===== config.mk =====
export PLATFORM = sky130hd
export DESIGN_NAME = fetch_frontend
export DESIGN_NICKNAME = d
export VERILOG_FILES = /design/src/fetch_pkg.sv /design/src/axi_lite_pkg.sv /design/src/fetch_request.sv /design/src/prefetch_queue.sv /design/src/instr_aligner.sv /design/src/fetch_frontend.sv
export SDC_FILE = /design/constraint.sdc
export NUM_CORES = 1
export LEC_CHECK = 0
export BUFFER_PORTS_ARGS = -buffer_cell sky130_fd_sc_hd__buf_2
export CAP_MARGIN = 20
export CORE_MARGIN = 2
export CORE_UTILIZATION = 50
export CTS_CLUSTER_DIAMETER = 150
export DETAILED_ROUTE_END_ITERATION = 7
export HOLD_SLACK_MARGIN = 0.03
export PLACE_DENSITY = 0.78
export SLEW_MARGIN = 20
export SYNTH_ARGS = -nofsm -noshare
export SYNTH_HDL_FRONTEND = slang
export SYNTH_SLANG_ARGS = --single-unit

===== constraint.sdc =====
create_clock -name clk -period 12.94 [get_ports clk]
set_input_delay 3.882 -clock clk [delete_from_list [all_inputs] [get_ports clk]]
set_output_delay 3.882 -clock clk [all_outputs]
set_load 0.005 [all_outputs]

===== src/fetch_pkg.sv =====
package fetch_pkg;

	// ------------------------------------------------------------------------
	// instruction side widths
	// ------------------------------------------------------------------------

	// byte address as seen by the fetch unit and by decode
	typedef logic [31:0] addr_t;

	// one word as returned by instruction memory
	// fetch always reads whole aligned words, even for compressed code
	typedef logic [31:0] word_t;

	// one instruction parcel, the unit in which the CIR is filled and consumed
	typedef logic [15:0] half_t;

	// architectural register number, x0 to x31
	typedef logic [4:0] regnum_t;

	// number of halfwords, 0 to 2
	// cir_vld tells decode how much of the CIR holds real data and
	// cir_use tells the aligner how much of it decode has consumed
	typedef logic [1:0] hw_count_t;

	// ------------------------------------------------------------------------
	// beat passed from the request stage through the queue to the aligner
	// ------------------------------------------------------------------------

	// the error bit rides along with its data word, so a bus error only
	// surfaces once the affected halfwords reach the CIR and can be flushed
	// by a jump like any other speculative fetch
	typedef struct packed {
		word_t data;
		logic  err;
	} fetch_beat_t;

endpackage


===== src/axi_lite_pkg.sv =====
package axi_lite_pkg;

	// address and data widths of the memory port
	typedef logic [31:0] axi_addr_t;
	typedef logic [31:0] axi_data_t;

	// protection field of the address channel
	typedef logic [2:0] axi_prot_t;

	// unprivileged, secure, instruction access
	localparam axi_prot_t AXI_PROT_INSTR = 3'b100;

	// read response codes, anything but OKAY counts as a failed fetch
	typedef enum logic [1:0] {
		OKAY   = 2'b00,
		EXOKAY = 2'b01,
		SLVERR = 2'b10,
		DECERR = 2'b11
	} axi_resp_e;

	// read address channel payload, valid and ready travel separately
	typedef struct packed {
		axi_addr_t addr;
		axi_prot_t prot;
	} axi_ar_t;

	// read data channel payload
	typedef struct packed {
		axi_data_t data;
		axi_resp_e resp;
	} axi_r_t;

endpackage


===== src/fetch_request.sv =====
module fetch_request #(
	parameter int               QUEUE_DEPTH  = 2,
	parameter fetch_pkg::addr_t RESET_VECTOR = 32'h0000_0000
) (
	input  logic                                 clk,
	input  logic                                 rst_n,
	output axi_lite_pkg::axi_ar_t                ar,
	output logic                                 ar_valid,
	input  logic                                 ar_ready,
	input  axi_lite_pkg::axi_r_t                 r,
	input  logic                                 r_valid,
	output logic                                 r_ready,
	input  fetch_pkg::addr_t                     jump_target,
	input  logic                                 jump_valid,
	output logic                                 jump_ready,
	output logic                                 jump_now,
	input  logic [$clog2(QUEUE_DEPTH + 1) - 1:0] free_slots,
	output fetch_pkg::fetch_beat_t               beat,
	output logic                                 beat_valid
);
	import fetch_pkg::*;
	import axi_lite_pkg::*;

	localparam int SLOT_W = $clog2(QUEUE_DEPTH + 1);

	logic       reset_holdoff;
	logic       addr_hold;
	logic [1:0] pending;
	logic [1:0] flush_cnt;
	addr_t      fetch_addr;
	logic       ar_hs;
	logic       r_hs;
	logic       fetch_stall;
	logic       req_want;
	addr_t      req_addr;

	// --------------------------------------------------------------------------
	// bus bookkeeping
	// --------------------------------------------------------------------------

	assign ar_hs = ar_valid && ar_ready;
	assign r_hs  = r_valid && r_ready;

	// every read in flight was issued only when the queue had a slot for it,
	// so data can be taken whenever anything is outstanding
	assign r_ready = |pending;

	// a jump may not change the address of a request the memory has already
	// seen, and it is also held off while two reads are in flight so that the
	// redirect itself never becomes a third outstanding read
	assign jump_ready = !addr_hold && !pending[1];
	assign jump_now   = jump_valid && jump_ready;

	always_ff @(posedge clk or negedge rst_n) begin
		if (!rst_n) begin
			reset_holdoff <= 1'b1;
			addr_hold     <= 1'b0;
			pending       <= 2'd0;
			flush_cnt     <= 2'd0;
		end else begin
			reset_holdoff <= 1'b0;
			addr_hold     <= ar_valid && !ar_ready;
			pending       <= pending + 2'(ar_hs) - 2'(r_hs);
			// reads issued before the jump must not reach the queue
			// a response landing in the jump cycle is already dropped below
			if (jump_now) begin
				flush_cnt <= pending - 2'(r_hs);
			end else if (r_hs && |flush_cnt) begin
				flush_cnt <= flush_cnt - 2'd1;
			end
		end
	end

	// --------------------------------------------------------------------------
	// address generation
	// --------------------------------------------------------------------------

	// fetch address runs ahead of decode in whole words
	// when the jump request is accepted straight away the next word is due next
	always_ff @(posedge clk or negedge rst_n) begin
		if (!rst_n) begin
			fetch_addr <= RESET_VECTOR;
		end else if (jump_now) begin
			fetch_addr <= {jump_target[31:2] + 30'(ar_hs), 2'b00};
		end else if (ar_hs) begin
			fetch_addr <= fetch_addr + 32'd4;
		end
	end

	// a new sequential read needs a free queue slot for it and for every
	// read already in flight, and never more than two reads outstanding
	assign fetch_stall = pending[1] || (free_slots <= SLOT_W'(pending));

	// a held request keeps its address, a jump goes out in the cycle it is
	// taken, otherwise fetch runs ahead while credit allows
	always_comb begin
		req_want = 1'b0;
		req_addr = fetch_addr;
		if (addr_hold) begin
			req_want = 1'b1;
		end else if (jump_now) begin
			req_want = 1'b1;
			req_addr = {jump_target[31:2], 2'b00};
		end else if (!fetch_stall) begin
			req_want = 1'b1;
		end
	end

	// nothing goes out in the first cycle after reset
	assign ar_valid = req_want && !reset_holdoff;
	assign ar.addr  = req_addr;
	assign ar.prot  = AXI_PROT_INSTR;

	// --------------------------------------------------------------------------
	// response to beat
	// --------------------------------------------------------------------------

	assign beat.data  = r.data;
	assign beat.err   = (r.resp != OKAY);
	assign beat_valid = r_hs && (flush_cnt == 2'd0) && !jump_now;

endmodule


===== src/prefetch_queue.sv =====
module prefetch_queue #(
	parameter int QUEUE_DEPTH = 2
) (
	input  logic                                 clk,
	input  logic                                 rst_n,
	input  fetch_pkg::fetch_beat_t               beat,
	input  logic                                 beat_valid,
	input  logic                                 flush,
	input  logic                                 pop,
	output fetch_pkg::fetch_beat_t               head,
	output logic                                 head_valid,
	output logic [$clog2(QUEUE_DEPTH + 1) - 1:0] free_slots
);
	import fetch_pkg::*;

	fetch_beat_t            entry [QUEUE_DEPTH];
	fetch_beat_t            above [QUEUE_DEPTH];
	logic [QUEUE_DEPTH-1:0] entry_valid;
	logic [QUEUE_DEPTH-1:0] above_valid;
	logic [QUEUE_DEPTH-1:0] valid_popped;
	logic                   push;

	// entry 0 is the head, valid bits always form a run from bit 0 upwards
	// an empty queue passes the incoming beat straight to the aligner
	assign head       = entry_valid[0] ? entry[0] : beat;
	assign head_valid = entry_valid[0] || beat_valid;

	// a bypassed beat that the aligner takes right away is not stored
	assign push = beat_valid && !(pop && !entry_valid[0]);

	// view of the queue one slot up, the incoming beat sits above the last entry
	assign above_valid = {1'b0, entry_valid[QUEUE_DEPTH-1:1]};

	always_comb begin
		for (int i = 0; i < QUEUE_DEPTH - 1; i++) begin
			above[i] = entry[i + 1];
		end
		above[QUEUE_DEPTH - 1] = beat;
	end

	assign valid_popped = pop ? above_valid : entry_valid;

	always_ff @(posedge clk or negedge rst_n) begin
		if (!rst_n) begin
			entry_valid <= '0;
		end else if (flush) begin
			entry_valid <= '0;
		end else if (push) begin
			entry_valid <= {valid_popped[QUEUE_DEPTH-2:0], 1'b1};
		end else begin
			entry_valid <= valid_popped;
		end
	end

	// on a pop everything moves down by one and the first free slot picks up
	// the new beat, without a pop only free slots are written
	// free slots above the first one get a copy of the beat that is never read
	always_ff @(posedge clk) begin
		for (int i = 0; i < QUEUE_DEPTH; i++) begin
			if (pop || (push && !entry_valid[i])) begin
				entry[i] <= above_valid[i] ? above[i] : beat;
			end
		end
	end

	// fill level comes from registers only, which keeps the memory response
	// out of the request path
	always_comb begin
		free_slots = '0;
		for (int i = 0; i < QUEUE_DEPTH; i++) begin
			if (!entry_valid[i]) begin
				free_slots = free_slots + 1'b1;
			end
		end
	end

endmodule


===== src/instr_aligner.sv =====
module instr_aligner (
	input  logic                   clk,
	input  logic                   rst_n,
	input  fetch_pkg::fetch_beat_t head,
	input  logic                   head_valid,
	output logic                   pop,
	input  logic                   jump_now,
	input  fetch_pkg::addr_t       jump_target,
	output fetch_pkg::word_t       cir,
	output fetch_pkg::hw_count_t   cir_vld,
	output logic [1:0]             cir_err,
	input  fetch_pkg::hw_count_t   cir_use,
	output fetch_pkg::regnum_t     next_rs1,
	output fetch_pkg::regnum_t     next_rs2
);
	import fetch_pkg::*;

	half_t       hwbuf;
	logic [1:0]  buf_level;
	logic [2:0]  buf_err;
	logic        unaligned_pend;
	half_t [2:0] shifted;
	half_t [2:0] merged;
	logic [2:0]  err_shifted;
	logic [2:0]  err_merged;
	logic [1:0]  level_kept;
	logic [1:0]  level_next;
	logic        overlay_blocked;
	logic        must_refill;
	word_t       next_instr;
	logic [1:0]  quadrant;
	logic [2:0]  funct3;

	// --------------------------------------------------------------------------
	// halfword buffer
	// --------------------------------------------------------------------------

	// {hwbuf, cir} holds up to three halfwords and buf_level counts them
	// first move what decode leaves behind down to position 0
	// positions that will be refilled or are past the level take whatever is cheapest
	always_comb begin
		case (cir_use)
			2'd2: begin
				shifted     = {hwbuf, hwbuf, hwbuf};
				err_shifted = buf_err >> 2;
			end
			2'd1: begin
				shifted     = {hwbuf, hwbuf, cir[31:16]};
				err_shifted = buf_err >> 1;
			end
			default: begin
				shifted     = {hwbuf, cir[31:16], cir[15:0]};
				err_shifted = buf_err;
			end
		endcase
	end

	// decode never uses more than cir_vld, and cir_vld never exceeds the level
	assign level_kept = buf_level - cir_use;

	// a whole word fits only when at most one halfword is left over
	// the first word after an unaligned jump brings just its upper half
	assign overlay_blocked = level_kept[1] && !unaligned_pend;
	assign must_refill     = !level_kept[1];
	assign pop             = must_refill && head_valid;

	// lay fetched data over the leftovers, right after the last valid halfword
	always_comb begin
		if (overlay_blocked) begin
			merged     = shifted;
			err_merged = err_shifted;
		end else if (unaligned_pend) begin
			merged     = {shifted[2], shifted[1], head.data[31:16]};
			err_merged = {err_shifted[2:1], head.err};
		end else if (level_kept[0]) begin
			merged     = {head.data[31:16], head.data[15:0], shifted[0]};
			err_merged = {{2{head.err}}, err_shifted[0]};
		end else begin
			merged     = {shifted[2], head.data[31:16], head.data[15:0]};
			err_merged = {err_shifted[2], {2{head.err}}};
		end
	end

	// a jump empties the buffer, nothing from the old stream reaches the CIR
	always_comb begin
		if (jump_now) begin
			level_next = 2'd0;
		end else if (head_valid && unaligned_pend) begin
			level_next = 2'd1;
		end else begin
			level_next = level_kept + {pop, 1'b0};
		end
	end

	always_ff @(posedge clk or negedge rst_n) begin
		if (!rst_n) begin
			buf_level      <= 2'd0;
			cir_vld        <= 2'd0;
			buf_err        <= 3'd0;
			unaligned_pend <= 1'b0;
		end else begin
			buf_level <= level_next;
			// the CIR shows at most two of the three buffered halfwords
			cir_vld   <= level_next[1] ? 2'd2 : level_next;
			buf_err   <= err_merged;
			// stays set until the first word from the target is taken
			if (jump_now) begin
				unaligned_pend <= jump_target[1];
			end else if (pop) begin
				unaligned_pend <= 1'b0;
			end
		end
	end

	always_ff @(posedge clk) begin
		{hwbuf, cir} <= merged;
	end

	assign cir_err = buf_err[1:0];

	// --------------------------------------------------------------------------
	// register number predecode
	// --------------------------------------------------------------------------

	// looks at the value the CIR takes on the next cycle, so the register
	// file can be read while that instruction is decoded
	assign next_instr = {merged[1], merged[0]};
	assign quadrant   = next_instr[1:0];
	assign funct3     = next_instr[15:13];

	always_comb begin
		if (quadrant == 2'b11) begin
			next_rs1 = next_instr[19:15];
			next_rs2 = next_instr[24:20];
		end else begin
			// stack relative forms are c.addi4spn, c.lwsp and c.swsp
			if (quadrant == 2'b00 && funct3 == 3'b000) begin
				next_rs1 = 5'd2;
			end else if (quadrant == 2'b10 && funct3[1:0] == 2'b10) begin
				next_rs1 = 5'd2;
			end else if (quadrant == 2'b10) begin
				next_rs1 = next_instr[11:7];
			end else begin
				next_rs1 = {2'b01, next_instr[9:7]};
			end
			// quadrant 2 has full register fields, the others only reach x8 to x15
			if (quadrant == 2'b10) begin
				next_rs2 = next_instr[6:2];
			end else begin
				next_rs2 = {2'b01, next_instr[4:2]};
			end
		end
	end

endmodule


===== src/fetch_frontend.sv =====
module fetch_frontend #(
	parameter int               QUEUE_DEPTH  = 2,
	parameter fetch_pkg::addr_t RESET_VECTOR = 32'h0000_0000
) (
	input  logic                   clk,
	input  logic                   rst_n,

	// instruction memory, read half of AXI4-Lite
	output axi_lite_pkg::axi_ar_t  ar,
	output logic                   ar_valid,
	input  logic                   ar_ready,
	input  axi_lite_pkg::axi_r_t   r,
	input  logic                   r_valid,
	output logic                   r_ready,

	// decode side
	output fetch_pkg::word_t       cir,
	output fetch_pkg::hw_count_t   cir_vld,
	output logic [1:0]             cir_err,
	input  fetch_pkg::hw_count_t   cir_use,
	output fetch_pkg::regnum_t     next_rs1,
	output fetch_pkg::regnum_t     next_rs2,
	input  fetch_pkg::addr_t       jump_target,
	input  logic                   jump_valid,
	output logic                   jump_ready
);
	import fetch_pkg::*;

	fetch_beat_t                          beat;
	logic                                 beat_valid;
	fetch_beat_t                          head;
	logic                                 head_valid;
	logic                                 pop;
	logic                                 jump_now;
	logic [$clog2(QUEUE_DEPTH + 1) - 1:0] free_slots;

	// request stage owns the bus and decides when a jump is taken
	fetch_request #(
		.QUEUE_DEPTH  (QUEUE_DEPTH),
		.RESET_VECTOR (RESET_VECTOR)
	) u_request (
		.clk         (clk),
		.rst_n       (rst_n),
		.ar          (ar),
		.ar_valid    (ar_valid),
		.ar_ready    (ar_ready),
		.r           (r),
		.r_valid     (r_valid),
		.r_ready     (r_ready),
		.jump_target (jump_target),
		.jump_valid  (jump_valid),
		.jump_ready  (jump_ready),
		.jump_now    (jump_now),
		.free_slots  (free_slots),
		.beat        (beat),
		.beat_valid  (beat_valid)
	);

	// a taken jump empties the queue together with the aligner
	prefetch_queue #(
		.QUEUE_DEPTH (QUEUE_DEPTH)
	) u_queue (
		.clk        (clk),
		.rst_n      (rst_n),
		.beat       (beat),
		.beat_valid (beat_valid),
		.flush      (jump_now),
		.pop        (pop),
		.head       (head),
		.head_valid (head_valid),
		.free_slots (free_slots)
	);

	instr_aligner u_aligner (
		.clk         (clk),
		.rst_n       (rst_n),
		.head        (head),
		.head_valid  (head_valid),
		.pop         (pop),
		.jump_now    (jump_now),
		.jump_target (jump_target),
		.cir         (cir),
		.cir_vld     (cir_vld),
		.cir_err     (cir_err),
		.cir_use     (cir_use),
		.next_rs1    (next_rs1),
		.next_rs2    (next_rs2)
	);

endmodule


==> flow_summary.toml <==
[status]
status = "complete, no violations"

[critical_path]
reg2reg_slack_ns = 7.56
start_kind = "input pin"
crit_chain = "buf_2 -> ha_1 -> inv_1 -> o221a_2 -> o31a_1 -> clkinv_1 -> nor4_1 -> o22a_1 -> o21ai_0 -> buf_2"
endpoint_kind = "output pin"
path_common_cell = "buf_2"
critPathKind = "in -> out"
required_ns = 9.06
r2r-start = "u_queue.entry_valid[0]"
crit_arrival_ns = 7.24
cp_slowest_cell = "inv_1"
timing.rr.end = "u_request.fetch_addr[26]"
path_max_fanout = 29
max_stage_delay_ns = 0.82
r2r_cells = 16

[run]
maxCapViolCount = 0

[power]
power_frac_comb_pct = 41.6
ir_drop_v = 0.000135
p_int_uw = 1490
power_switching_uw = 961
total_power_uw = 2450
p_leak_uw = 0.00418
p_per_area_nw_per_um2 = 238
swShare_pct = 39.2
pwr-share-clk_pct = 20.1
pwr-share-seq_pct = 38.3

[floorplanning]
core-area_sq_um = 17300
start_util_pct = 51.3
dieWidth_um = 137
io_pins = 157
dieHeight_um = 137
die_area_sq_um = 18800
num_rows = 48

[timing]
clock-skew-final_ns = 0.00747
rsz0062_at_grt = "no"
final.period_utilization_pct = 85.9
finalWorstSetupSlack_ns = 1.82
relSlewSlack_pct = 30.2
finalSetupViolCount = 0
tns_ns = 0
max_clock_freq_mhz = 89.9
layout_min_cycle_time_ns = 11.12
finalMaxSlewViolations = 0
final_hold_viol_count = 0
worst_pin_slew_ns = 1.05

[synthesis]
synth_edf_count = 82
yosys-top-cells-area = "edfxtp_1, dfrtp_1, dfxtp_1"
synth.avg_cell_area_sq_um = 9.69
netlist.area_leader.share_pct = 27.8
syn-instance-count = 916
synthArstFlopShare_pct = 28.3
synth_area_leader_cell = "edfxtp_1"
seq_area_frac_synth_pct = 47.7
yosysWarningCount = 0
synth_seq_cells = 159
ys_types = 61
ys.flop_type = "edfxtp_1"
syn-cell-area_sq_um = 8870

[clocking]
clkLatencyLatePin_ns = 0.43
hold_buffers = 0
cts_tree = "yes"
cts_setup_buffers = 0
cts_buffers = 17
clock-sinks = 159
h-tree-depth = 4
post_cts_resized = 0
cts_buffer_depth = 2
cts_root_buf = "clkbuf_16"
clk_pin_slew_worst_paths_ns = 0.06

[grt]
track_usage_pct = 24.0
antenna_found_initial = 4
grt_max_degree = 74
grt_overflow_total = 0
grt_first_pass_wirelength_mm = 35.1
first_global_vias = 6782

[hold_path]
hold_end = "u_queue.entry[0][7]"
hp-class = "reg -> reg"
holdCritStartpoint = "u_queue.entry[0][40]"
hold_depth = 1

[detailed_routing]
drc = 0
finalWirelength_mm = 22.5
postRouteAntennaNets = 0
drt-pass1-iter-count = 5
vias = 7459
dr.first_iter.drc_count = 644
vias_per_cell = 5.83
routedWlPerCell_um = 17.6

[placement]
gp_congestion = 0.868
io_buffers = 150
place_hpwl_mm = 15.6
post-place-ws_ns = 1.96

[layout]
fin_nets = 1123
fillers = 1449
drive_above_1_share_pct = 24.4
areaGrowthSynthToFinish_pct = 15.9
==> critical path: cells and delay by family <==
| kind | cells | cell delay [ns] |
|---|---|---|
| buffers and inverters | 4 | 1.42 |
| and+or+nand+nor | 1 | 0.45 |
| AOI/OAI and AO/OA | 4 | 0.98 |
| adders and majority gates | 1 | 0.49 |
==> synth_stat cells, types with 12 or more instances <==
cell type,count
ha_1,12
a21oi_1,29
o21ai_0,66
nand4_1,16
edfxtp_1,82
nand3_1,19
or3_1,19
mux2_2,46
nor2_1,49
nor3_1,13
a22oi_1,18
clkbuf_1,39
xnor2_1,21
nand2_1,163
mux2i_1,40
dfrtp_1,44
dfxtp_1,32
a31oi_1,23
a221oi_1,19
inv_1,44
==> power by group through the flow <==
stage          clock network (uW)  registers (uW)  logic [uW]
6_report                      492             937        1020
5_1_grt                       514             962        1140
4_1_cts                       495             933        1010
3_5_place_dp                    0             941        1010
3_3_place_gp                    0             930         983
2_1_floorplan                   0             895         701
==> worst max path at each step <==
stage / startpoint / endpoint / slack (ns) / cells after the start
floorplan: cir_use[0] / next_rs1[3] / 3.28 / 10
global placement: cir_use[0] / next_rs1[1] / 2.01 / 10
detailed placement: cir_use[0] / next_rs1[1] / 1.96 / 10
CTS: cir_use[0] / next_rs1[1] / 1.96 / 10
global route: cir_use[0] / next_rs1[2] / 1.69 / 10
finish: cir_use[0] / next_rs1[2] / 1.82 / 10
==> per-layer routing <==
metal / up-vias / wire length (um) / part of all wire (%) / track usage [%]
li1: 3585 / - / - / -
met1: 3518 / 9920 / 44 / 33.9
met2: 331 / 10400 / 46 / 36.8
met3: 23 / 1860 / 8.3 / 4.82
met4: 2 / 280 / 1.2 / 8.48
met5: - / 12 / 0.053 / 0
==> state kept, by name, indices dropped and copies added, names as in the netlist <==
register,count
u_request.addr_hold,1
u_request.fetch_addr,30
u_request.pending,2
u_aligner.cir,32
u_aligner.unaligned_pend,1
u_request.reset_holdoff,1
u_queue.entry,66
u_aligner.buf_err,3
u_aligner.cir_vld,1
u_queue.entry_valid,2
u_request.flush_cnt,2
u_aligner.hwbuf,16
u_aligner.buf_level,2
==> layout make-up <==
type	instances	area, sq um	area share [%]
Sequential cell	159	4230	41.2
Multi-Input combinational cell	655	4190	40.8
Timing Repair Buffer	160	828	8.06
Clock buffer	18	429	4.18
Tap cell	225	282	2.74
Inverter	45	169	1.64
Clock inverter	14	139	1.35
Antenna cell	4	10.0	0.0974
==> through the flow <==
stage / std cells / util, % / hold slack (ns) / instance area, sq um
2_1_floorplan: 920 / - / 0.521 / 8890
3_3_place_gp: 1244 / 56.1 / 0.524 / 9700
3_5_place_dp: 1244 / 56.1 / 0.531 / 9700
4_1_cts: 1276 / 59.4 / 0.550 / 10300
5_1_grt: 1279 / 59.4 / 0.558 / 10300
6_report: 1280 / 59.4 / 0.547 / 10300
==> kinds of logic after synthesis <==
family                   after synthesis  share of synthesized area, %
AND/OR/NAND/NOR                      320                          16.7
AO/OA/AOI/OAI                        198                          14.5
buffers and inverters                106                          5.46
multiplexers                          86                          10.4
other                                  2                        0.0846
flip-flops                           159                          47.7
XOR/XNOR                              33                          3.58
adder cells (fa/ha/maj)               12                          1.69
==> cells in the final DEF (no fill, tap or decap), drive strengths merged, types with 21 or more instances in the layout <==
cell,n
a21oi,29
a31oi,23
buf,160
dfrtp,44
dfxtp,32
edfxtp,82
inv,47
mux2,46
mux2i,40
nand2,163
nor2,49
o21ai,66
xnor2,21
Power figures use the tool's default switching activity.
